[src/logic/router_pkg.sv]
package router_pkg;

    localparam int ADDR_W    = 6;
    localparam int GROUP_W   = 4;
    localparam int NUM_PORTS = 5;
    localparam int PORT_W    = 3;

    typedef logic [ADDR_W-1:0]  dest_addr_t;  // group in the top bits, spine select below.
    typedef logic [GROUP_W-1:0] group_id_t;
    typedef logic [PORT_W-1:0]  port_idx_t;
    typedef logic [1:0]         direction_t;

    // port 0 faces the GPU, ports 1 to 4 face the spines
    localparam port_idx_t PORT_GPU    = 3'd0;
    localparam port_idx_t PORT_SPINE1 = 3'd1;

    localparam direction_t DIR_IDLE = 2'b00;
    localparam direction_t DIR_UP   = 2'b01;  // gpu to spine.
    localparam direction_t DIR_DOWN = 2'b10;  // into the gpu port.
    localparam direction_t DIR_TURN = 2'b11;  // spine to spine.

    typedef enum logic {
        XB_IDLE,
        XB_MOVE
    } xbar_state_t;

endpackage

[src/logic/port_fifo.sv]
`timescale 1ns/10ps

module port_fifo #(
    parameter int WIDTH = 22,
    parameter int DEPTH = 8
) (
    input  logic             clk,
    input  logic             reset,
    input  logic             push,
    input  logic [WIDTH-1:0] push_data,
    input  logic             pop,
    output logic [WIDTH-1:0] pop_data,
    output logic             full,
    output logic             empty
);

    localparam int PTR_W = (DEPTH > 1) ? $clog2(DEPTH) : 1;
    localparam int CNT_W = $clog2(DEPTH + 1);

    logic [WIDTH-1:0] mem [DEPTH];
    logic [PTR_W-1:0] wr_ptr;
    logic [PTR_W-1:0] rd_ptr;
    logic [CNT_W-1:0] count;
    logic             do_push;
    logic             do_pop;

    function automatic logic [PTR_W-1:0] ptr_next(input logic [PTR_W-1:0] ptr);
        return (ptr == PTR_W'(DEPTH - 1)) ? '0 : ptr + 1'b1;  // wraps for any depth.
    endfunction

    assign do_push  = push && !full;
    assign do_pop   = pop && !empty;
    assign full     = (count == CNT_W'(DEPTH));
    assign empty    = (count == '0);
    assign pop_data = mem[rd_ptr];  // head of the queue.

    always_ff @(posedge clk) begin
        if (reset) begin
            wr_ptr <= '0;
            rd_ptr <= '0;
            count  <= '0;
        end else begin
            if (do_push) begin
                wr_ptr <= ptr_next(wr_ptr);
            end
            if (do_pop) begin
                rd_ptr <= ptr_next(rd_ptr);
            end
            case ({do_push, do_pop})
                2'b10:   count <= count + 1'b1;
                2'b01:   count <= count - 1'b1;
                default: count <= count;  // both or neither.
            endcase
        end
    end

    always_ff @(posedge clk) begin
        if (do_push) begin
            mem[wr_ptr] <= push_data;
        end
    end

    a_no_push_full: assert property (@(posedge clk) disable iff (reset) push |-> !full)
        else $error("port_fifo: push while full");

    a_no_pop_empty: assert property (@(posedge clk) disable iff (reset) pop |-> !empty)
        else $error("port_fifo: pop while empty");

endmodule

[src/logic/rr_arbiter.sv]
`timescale 1ns/10ps

module rr_arbiter (
    input  logic                             clk,
    input  logic                             reset,
    input  logic [router_pkg::NUM_PORTS-1:0] req,
    input  logic                             advance,
    output router_pkg::port_idx_t            grant,
    output logic                             grant_valid
);

    import router_pkg::*;

    port_idx_t prio_ptr;  // first port to look at.

    // scan all ports starting at the pointer, wrapping past the last one
    always_comb begin : pick
        int idx;
        grant       = '0;
        grant_valid = 1'b0;
        for (int i = 0; i < NUM_PORTS; i++) begin
            idx = int'(prio_ptr) + i;
            if (idx >= NUM_PORTS) begin
                idx = idx - NUM_PORTS;
            end
            if (!grant_valid && req[idx]) begin
                grant       = port_idx_t'(idx);
                grant_valid = 1'b1;
            end
        end
    end

    always_ff @(posedge clk) begin
        if (reset) begin
            prio_ptr <= '0;
        end else if (advance && grant_valid) begin
            if (grant == port_idx_t'(NUM_PORTS - 1)) begin
                prio_ptr <= '0;
            end else begin
                prio_ptr <= grant + 1'b1;  // winner drops to lowest priority.
            end
        end
    end

    a_grant_has_req: assert property (@(posedge clk) disable iff (reset)
        grant_valid |-> req[grant])
        else $error("rr_arbiter: grant %0d without request", grant);

endmodule

[src/logic/bidirectional_fsm_crossbar.sv]
`timescale 1ns/10ps

module bidirectional_fsm_crossbar #(
    parameter int                    DWIDTH   = 16,
    parameter router_pkg::group_id_t GROUP_ID = 4'b0001
) (
    input  logic                                         clk,
    input  logic                                         reset,
    input  logic                                         arb_enable,
    input  logic [router_pkg::NUM_PORTS-1:0][DWIDTH-1:0] head_data,
    input  router_pkg::dest_addr_t [router_pkg::NUM_PORTS-1:0] head_addr,
    input  logic [router_pkg::NUM_PORTS-1:0]             head_valid,
    input  logic [router_pkg::NUM_PORTS-1:0]             out_full,
    output logic [router_pkg::NUM_PORTS-1:0]             pop,
    output logic [router_pkg::NUM_PORTS-1:0]             push,
    output logic [DWIDTH-1:0]                            push_data,
    output logic                                         busy,
    output router_pkg::port_idx_t                        current_grant,
    output router_pkg::direction_t                       direction
);

    import router_pkg::*;

    xbar_state_t          state;
    port_idx_t            src_q;
    port_idx_t            dst_q;
    port_idx_t            target [NUM_PORTS];
    logic [NUM_PORTS-1:0] req;
    logic [NUM_PORTS-1:0] arb_req;
    port_idx_t            grant;
    logic                 grant_valid;

    // route each head, and only request when the target can take it
    always_comb begin
        for (int p = 0; p < NUM_PORTS; p++) begin
            if (head_addr[p][ADDR_W-1 -: GROUP_W] == GROUP_ID) begin
                target[p] = PORT_GPU;  // local group goes down.
            end else begin
                target[p] = PORT_SPINE1 + port_idx_t'(head_addr[p][ADDR_W-GROUP_W-1:0]);
            end
            req[p] = head_valid[p] && !out_full[target[p]];
        end
    end

    assign arb_req = (state == XB_IDLE && arb_enable) ? req : '0;

    rr_arbiter u_arbiter (
        .clk(clk),
        .reset(reset),
        .req(arb_req),
        .advance(grant_valid),  // only valid in idle, so this is the latch.
        .grant(grant),
        .grant_valid(grant_valid)
    );

    always_ff @(posedge clk) begin
        if (reset) begin
            state <= XB_IDLE;
            src_q <= PORT_GPU;
            dst_q <= PORT_GPU;
        end else begin
            case (state)
                XB_IDLE: begin
                    if (grant_valid) begin
                        state <= XB_MOVE;
                        src_q <= grant;
                        dst_q <= target[grant];
                    end
                end
                XB_MOVE: begin
                    state <= XB_IDLE;
                end
                default: begin
                    state <= XB_IDLE;
                end
            endcase
        end
    end

    assign busy          = (state == XB_MOVE);
    assign current_grant = src_q;
    assign push_data     = head_data[src_q];

    always_comb begin
        pop  = '0;
        push = '0;
        if (busy) begin
            pop[src_q]  = 1'b1;
            push[dst_q] = 1'b1;
        end
    end

    always_comb begin
        if (!busy) begin
            direction = DIR_IDLE;
        end else if (dst_q == PORT_GPU) begin
            direction = DIR_DOWN;  // gpu loopback reports as down too.
        end else if (src_q == PORT_GPU) begin
            direction = DIR_UP;
        end else begin
            direction = DIR_TURN;
        end
    end

    a_one_move: assert property (@(posedge clk) disable iff (reset)
        $onehot0(push) && $onehot0(pop))
        else $error("crossbar: more than one push or pop");

    // a latched move still finds its packet at the head and room at the target
    a_move_safe: assert property (@(posedge clk) disable iff (reset)
        busy |-> head_valid[src_q] && !out_full[dst_q])
        else $error("crossbar: move from %0d to %0d not safe", src_q, dst_q);

endmodule

[src/logic/enhanced_router.sv]
`timescale 1ns/10ps

module enhanced_router #(
    parameter int                    DWIDTH     = 16,
    parameter int                    FIFO_DEPTH = 8,
    parameter router_pkg::group_id_t GROUP_ID   = 4'b0001
) (
    input  logic                   clk,
    input  logic                   reset,
    input  logic                   arb_enable,

    input  logic [DWIDTH-1:0]      gpu_in_data,
    input  logic                   gpu_in_valid,
    input  router_pkg::dest_addr_t gpu_dest_addr,
    input  logic                   gpu_out_ready,
    output logic [DWIDTH-1:0]      gpu_out_data,
    output logic                   gpu_out_valid,

    input  logic [DWIDTH-1:0]      spine11_in_data,
    input  logic                   spine11_in_valid,
    input  router_pkg::dest_addr_t spine11_dest_addr,
    input  logic                   spine11_out_ready,
    output logic [DWIDTH-1:0]      spine11_out_data,
    output logic                   spine11_out_valid,

    input  logic [DWIDTH-1:0]      spine21_in_data,
    input  logic                   spine21_in_valid,
    input  router_pkg::dest_addr_t spine21_dest_addr,
    input  logic                   spine21_out_ready,
    output logic [DWIDTH-1:0]      spine21_out_data,
    output logic                   spine21_out_valid,

    input  logic [DWIDTH-1:0]      spine31_in_data,
    input  logic                   spine31_in_valid,
    input  router_pkg::dest_addr_t spine31_dest_addr,
    input  logic                   spine31_out_ready,
    output logic [DWIDTH-1:0]      spine31_out_data,
    output logic                   spine31_out_valid,

    input  logic [DWIDTH-1:0]      spine41_in_data,
    input  logic                   spine41_in_valid,
    input  router_pkg::dest_addr_t spine41_dest_addr,
    input  logic                   spine41_out_ready,
    output logic [DWIDTH-1:0]      spine41_out_data,
    output logic                   spine41_out_valid,

    output logic [3:0]             spine_fifo_in_full,
    output logic [3:0]             spine_fifo_in_empty,
    output logic [3:0]             spine_fifo_out_full,
    output logic [3:0]             spine_fifo_out_empty,
    output logic                   gpu_fifo_in_full,
    output logic                   gpu_fifo_in_empty,
    output logic                   gpu_fifo_out_full,
    output logic                   gpu_fifo_out_empty,

    output logic                   crossbar_busy,
    output router_pkg::port_idx_t  current_grant,
    output router_pkg::direction_t routing_direction
);

    import router_pkg::*;

    // per port arrays, index 0 is the gpu and 1 to 4 the spines
    logic [NUM_PORTS-1:0][DWIDTH-1:0] in_data;
    dest_addr_t [NUM_PORTS-1:0]       in_addr;
    logic [NUM_PORTS-1:0]             in_valid;
    logic [NUM_PORTS-1:0]             in_full;
    logic [NUM_PORTS-1:0]             in_empty;
    logic [NUM_PORTS-1:0][DWIDTH-1:0] head_data;
    dest_addr_t [NUM_PORTS-1:0]       head_addr;
    logic [NUM_PORTS-1:0]             xb_pop;
    logic [NUM_PORTS-1:0]             xb_push;
    logic [DWIDTH-1:0]                xb_data;
    logic [NUM_PORTS-1:0][DWIDTH-1:0] out_data;
    logic [NUM_PORTS-1:0]             out_valid;
    logic [NUM_PORTS-1:0]             out_ready;
    logic [NUM_PORTS-1:0]             out_pop;
    logic [NUM_PORTS-1:0]             out_full;
    logic [NUM_PORTS-1:0]             out_empty;

    assign in_data = {spine41_in_data, spine31_in_data, spine21_in_data, spine11_in_data,
                      gpu_in_data};
    assign in_addr = {spine41_dest_addr, spine31_dest_addr, spine21_dest_addr,
                      spine11_dest_addr, gpu_dest_addr};
    assign in_valid = {spine41_in_valid, spine31_in_valid, spine21_in_valid, spine11_in_valid,
                       gpu_in_valid};
    assign out_ready = {spine41_out_ready, spine31_out_ready, spine21_out_ready,
                        spine11_out_ready, gpu_out_ready};

    assign out_valid = ~out_empty;
    assign out_pop   = out_valid & out_ready;  // beat taken this cycle.

    assign {spine41_out_data, spine31_out_data, spine21_out_data, spine11_out_data,
            gpu_out_data} = out_data;
    assign {spine41_out_valid, spine31_out_valid, spine21_out_valid, spine11_out_valid,
            gpu_out_valid} = out_valid;

    for (genvar p = 0; p < NUM_PORTS; p++) begin : g_port
        logic [DWIDTH+ADDR_W-1:0] in_head;

        port_fifo #(
            .WIDTH(DWIDTH + ADDR_W),  // address rides with the data.
            .DEPTH(FIFO_DEPTH)
        ) u_in_fifo (
            .clk(clk),
            .reset(reset),
            .push(in_valid[p]),
            .push_data({in_addr[p], in_data[p]}),
            .pop(xb_pop[p]),
            .pop_data(in_head),
            .full(in_full[p]),
            .empty(in_empty[p])
        );

        assign head_addr[p] = in_head[DWIDTH +: ADDR_W];
        assign head_data[p] = in_head[DWIDTH-1:0];

        port_fifo #(
            .WIDTH(DWIDTH),
            .DEPTH(FIFO_DEPTH)
        ) u_out_fifo (
            .clk(clk),
            .reset(reset),
            .push(xb_push[p]),
            .push_data(xb_data),
            .pop(out_pop[p]),
            .pop_data(out_data[p]),
            .full(out_full[p]),
            .empty(out_empty[p])
        );
    end

    bidirectional_fsm_crossbar #(
        .DWIDTH(DWIDTH),
        .GROUP_ID(GROUP_ID)
    ) u_crossbar (
        .clk(clk),
        .reset(reset),
        .arb_enable(arb_enable),
        .head_data(head_data),
        .head_addr(head_addr),
        .head_valid(~in_empty),
        .out_full(out_full),
        .pop(xb_pop),
        .push(xb_push),
        .push_data(xb_data),
        .busy(crossbar_busy),
        .current_grant(current_grant),
        .direction(routing_direction)
    );

    assign spine_fifo_in_full   = in_full[4:1];
    assign spine_fifo_in_empty  = in_empty[4:1];
    assign spine_fifo_out_full  = out_full[4:1];
    assign spine_fifo_out_empty = out_empty[4:1];
    assign gpu_fifo_in_full     = in_full[PORT_GPU];
    assign gpu_fifo_in_empty    = in_empty[PORT_GPU];
    assign gpu_fifo_out_full    = out_full[PORT_GPU];
    assign gpu_fifo_out_empty   = out_empty[PORT_GPU];

endmodule

[config.mk]
export PLATFORM = sky130hd
export DESIGN_NAME = enhanced_router
export DESIGN_NICKNAME = d
export VERILOG_FILES = /design/src/logic/router_pkg.sv /design/src/logic/port_fifo.sv /design/src/logic/rr_arbiter.sv /design/src/logic/bidirectional_fsm_crossbar.sv /design/src/logic/enhanced_router.sv
export SDC_FILE = /design/constraint.sdc
export NUM_CORES = 2
export LEC_CHECK = 0
export BUFFER_PORTS_ARGS = -buffer_cell sky130_fd_sc_hd__clkbuf_2
export CAP_MARGIN = 0
export CORE_MARGIN = 10
export CORE_UTILIZATION = 55
export CTS_BUF_LIST = sky130_fd_sc_hd__clkbuf_4 sky130_fd_sc_hd__clkbuf_8 sky130_fd_sc_hd__clkbuf_16
export CTS_CLUSTER_DIAMETER = 80
export DETAILED_ROUTE_END_ITERATION = 8
export HOLD_SLACK_MARGIN = 0.06
export PLACE_DENSITY = 0.72
export SLEW_MARGIN = 20
export SYNTH_ARGS = -nofsm -noshare
export SYNTH_HDL_FRONTEND = slang
export SYNTH_SLANG_ARGS = --single-unit
[constraint.sdc]
create_clock -name clk -period 6.2 [get_ports clk]
set_clock_uncertainty 0.15 [all_clocks]
set_input_delay 0.93 -clock clk [delete_from_list [all_inputs] [get_ports clk]]
set_output_delay 0.93 -clock clk [all_outputs]
set_load 0.01 [all_outputs]
==> results.toml <==
[flow_run]
drv_cap = 0

[sta]
max_freq_mhz = 185
slew_violations = 0
period_minus_slack_ns = 5.40
finalSetupTns_ns = 0
hold_viol = 0
slew_headroom_pct = 25.2
min_period_over_period_pct = 87.1
final-setup-viol-count = 0
tightest_slew_ns = 1.12
rsz0062_at_grt = "no"

[cells_and_area]
final_nets = 4094
drive_gt1_share_pct = 29.2
syn_to_final_growth_pct = 13.7
fill_cells = 8115
final_util_pct = 63.2

[worst_setup_path]
cp.required_ns = 6.72
reg2reg_slack_ns = 0.80
critical_path_class = "reg2reg"
timing.rr.end = "u_crossbar.u_arbiter.prio_ptr[2]$_SDFFE_PP0P_"
cp_max_fo = 11
cp-start-kind = "flop"
crit_end = "u_crossbar.u_arbiter.prio_ptr[2]$_SDFFE_PP0P_"
rr_worst_depth = 17
cp.arrival_ns = 5.92
end_kind = "flop"

[place]
port_buffers = 233
post-dp-hpwl_mm = 89.6
gp_congestion = 0.922

[run_status]
status = "completed"

[pwr]
p_switching_mw = 7.59
power_frac_clock_pct = 33.8
p_comb_share_pct = 17.7
power_density_nw_per_um2 = 375
p_int_mw = 20.5
p_leak_nw = 24.5
sw_frac_of_total_pct = 27.0
irDropWorstVdd_v = 0.000338
p_seq_share_pct = 48.5

[synthesis]
yosysTopAreaCell = "edfxtp_1"
yosys_most_used_dff = "edfxtp_1"
synth.area.top_cells = "edfxtp_1 69%, mux4_2 11%, dfxtp_1 4.3%"
yosys_warnings = 0
synth_nets = 3744
async_reset_ff_share_pct = 0
synth_top_cell_area_share_pct = 69.4
synth_cell_types = 83
syn_inst = 3522
ys_seq_area_share_pct = 73.7
netlist_area_um2 = 65700
synth-edff-count = 1520
ys_ff_latch = 1660
syn_area_per_cell_um2 = 18.7

[clocking]
clock-sinks = 1660
cts_tree = "built"
cts_setup_buffers = 0
root_buffer = "clkbuf_16"
clock_path_buffers = 3
post_cts_resized = 0
cts_hold_buf = 0
clk_latency_ns = 0.79
htree_levels = 4
path_clk_slew_ns = 0.06
numCtsBuffers = 164

[floorplan]
design.core.area_um2 = 118000
num_rows = 126
start_util_pct = 55.5
die_x_um = 366
design.die.area_um2 = 134000
die_y_um = 366
pin_count = 234

[drt]
wl_per_cell_um = 25.9
drtPass1Iterations = 6
drt-total-wl_mm = 145
ant_nets = 0
routed_via_density = 5.98
drt_iter0_drc = 3201
drc = 0
vias = 33500

[global_route]
first_global_vias = 33800
grt_max_degree = 71
grt_pass1_wl_mm = 218
grt_use_met1_pct = 29.0
met2_usage_pct = 34.4
antenna_found_initial = 26
busiest_layer = "met2"
grt_overflow_total = 0
track_usage_pct = 21.5
use_met3_pct = 5.84

[hold_path]
hp-class = "in2reg"
==> cell families (layout without fill, tap and decap cells) <==
logic type	count (synthesis)	in the layout	share of synthesized area, %
flops	1660	1660	73.7
simple gates	717	717	5.37
mux	513	513	14.4
compound gates	263	263	2.60
buf+inv	236	716	1.48
fa+ha+maj	99	99	2.00
xor+xnor	34	34	0.453
other cells	0	5	0
==> flip-flops by register name, indices dropped and copies added (netlist names), named ones only <==
| register | cells |
|---|---|
| g_port.u_in_fifo.count | 20 |
| g_port.u_in_fifo.mem | 880 |
| g_port.u_in_fifo.rd_ptr | 15 |
| g_port.u_in_fifo.wr_ptr | 15 |
| g_port.u_out_fifo.count | 20 |
| g_port.u_out_fifo.mem | 640 |
| g_port.u_out_fifo.rd_ptr | 15 |
| g_port.u_out_fifo.wr_ptr | 15 |
| u_crossbar.busy | 1 |
| u_crossbar.current_grant | 3 |
| u_crossbar.dst_q | 3 |
| u_crossbar.u_arbiter.prio_ptr | 3 |
==> per-layer routing <==
| metal | share of wire, % | routed length [µm] |
|---|---|---|
| met1 | 40 | 58100 |
| met2 | 49 | 70400 |
| met3 | 8.7 | 12600 |
| met4 | 2.5 | 3680 |
| met5 | 0.15 | 222 |
==> cell type report <==
| type | instances | area (µm²) | share of cell area, % |
|---|---|---|---|
| tap | 1600 | 2000 | 2.68 |
| multi-input combinational | 1626 | 16800 | 22.5 |
| clock buffer | 213 | 4480 | 6.00 |
| timing repair buffer | 340 | 1970 | 2.64 |
| clock inverter | 83 | 714 | 0.955 |
| antenna | 5 | 12.5 | 0.0167 |
| sequential | 1660 | 48500 | 64.8 |
| inverter | 80 | 300 | 0.402 |
==> power groups by stage <==
stage          Sequential, mW  Combinational, mW  Clock [mW]
2_1_floorplan            13.7               3.14           0
3_3_place_gp             13.8               4.91           0
3_5_place_dp             13.8               4.97           0
4_1_cts                  13.6               5.00        9.67
5_1_grt                  13.6               5.41        10.1
6_report                 13.6               4.97        9.49
==> placed cells by master, fill, tap and decap left out, types with 27 or more instances in the layout <==
cell and n:
buf_4 108, ha_1 89, clkbuf_4 47, nand2_1 225, inv_1 77, dfxtp_1 125
mux2_2 120, clkbuf_16 164, mux2i_1 58, edfxtp_1 1520, a21oi_1 113, clkbuf_2 232
nand2b_1 39, o21ai_0 28, nor4b_1 27, clkinv_1 45, nor3_1 39, o211ai_1 35
mux4_2 335, nor2_1 154, nor3_2 32, nand3_1 37
==> worst min-delay path by stage <==
stage                                                            from                                          end  slack [ns]  cells after the start
after CTS                                         spine21_in_data[14]     g_port[2].u_in_fifo.mem[7][14]$_DFFE_PP_        0.21                      1
after detailed placement  g_port[4].u_out_fifo.rd_ptr[2]$_SDFFE_PP0P_  g_port[4].u_out_fifo.rd_ptr[2]$_SDFFE_PP0P_        0.32                      2
after global placement    g_port[0].u_out_fifo.rd_ptr[1]$_SDFFE_PP0P_  g_port[0].u_out_fifo.rd_ptr[1]$_SDFFE_PP0P_        0.31                      2
after global routing                              spine21_in_data[13]     g_port[2].u_in_fifo.mem[4][13]$_DFFE_PP_        0.24                      1
final                                             spine21_in_data[13]     g_port[2].u_in_fifo.mem[4][13]$_DFFE_PP_        0.26                      1
after floorplan           g_port[4].u_out_fifo.rd_ptr[1]$_SDFFE_PP0P_                                         flop        0.30                      2
==> metrics by stage <==
step	power [mW]	std cells	hold slack, ns	setup WS, ns	area (µm²)
final	28.1	5607	0.261	0.800	74800
after global routing	29.2	5604	0.241	0.375	74800
after CTS	28.3	5602	0.212	0.826	74700
after detailed placement	18.8	5306	0.324	0.892	69500
after global placement	18.7	5306	0.315	0.919	69500
after floorplan	16.9	3522	0.304	0.887	65700
==> cell usage after synthesis, types with 4 or more instances <==
library cell	count
buf_1	39
or4b_1	4
nand3b_1	12
nand2_1	225
o21ai_0	28
and2_1	6
a21oi_1	113
and3_1	5
nor4b_1	29
nand4_1	12
a22oi_1	13
buf_2	11
o22ai_1	4
mux2_2	120
mux2i_1	58
nand2b_1	39
or4b_2	4
fa_1	10
nand4b_1	4
nor4_1	24
nor2b_1	13
dfxtp_1	140
mux4_2	335
clkbuf_1	88
xnor2_1	12
a2111oi_0	4
a21o_1	11
xor2_1	22
nor2_1	167
or3_1	12
buf_4	17
edfxtp_1	1520
nor3_1	77
nand3_1	53
nor3b_1	13
or2_2	5
o211ai_1	35
a31oi_1	8
inv_1	77
ha_1	89
==> critical path, cell delays in order (launching register included) <==
cell      delay, ns
dfxtp_1        0.65
mux4_2         0.38
mux2i_1        0.42
inv_2          0.09
ha_1           0.37
o31ai_1        0.27
o311ai_1       0.13
o211ai_1       0.56
nor2b_1        0.23
or3b_4         0.47
o22ai_4        0.25
nand4b_1       0.15
a32oi_2        0.45
inv_1          0.09
ha_1           0.22
nor2_1         0.10
mux2i_1        0.08
a211oi_1       0.22
Power figures use the tool's default switching activity.
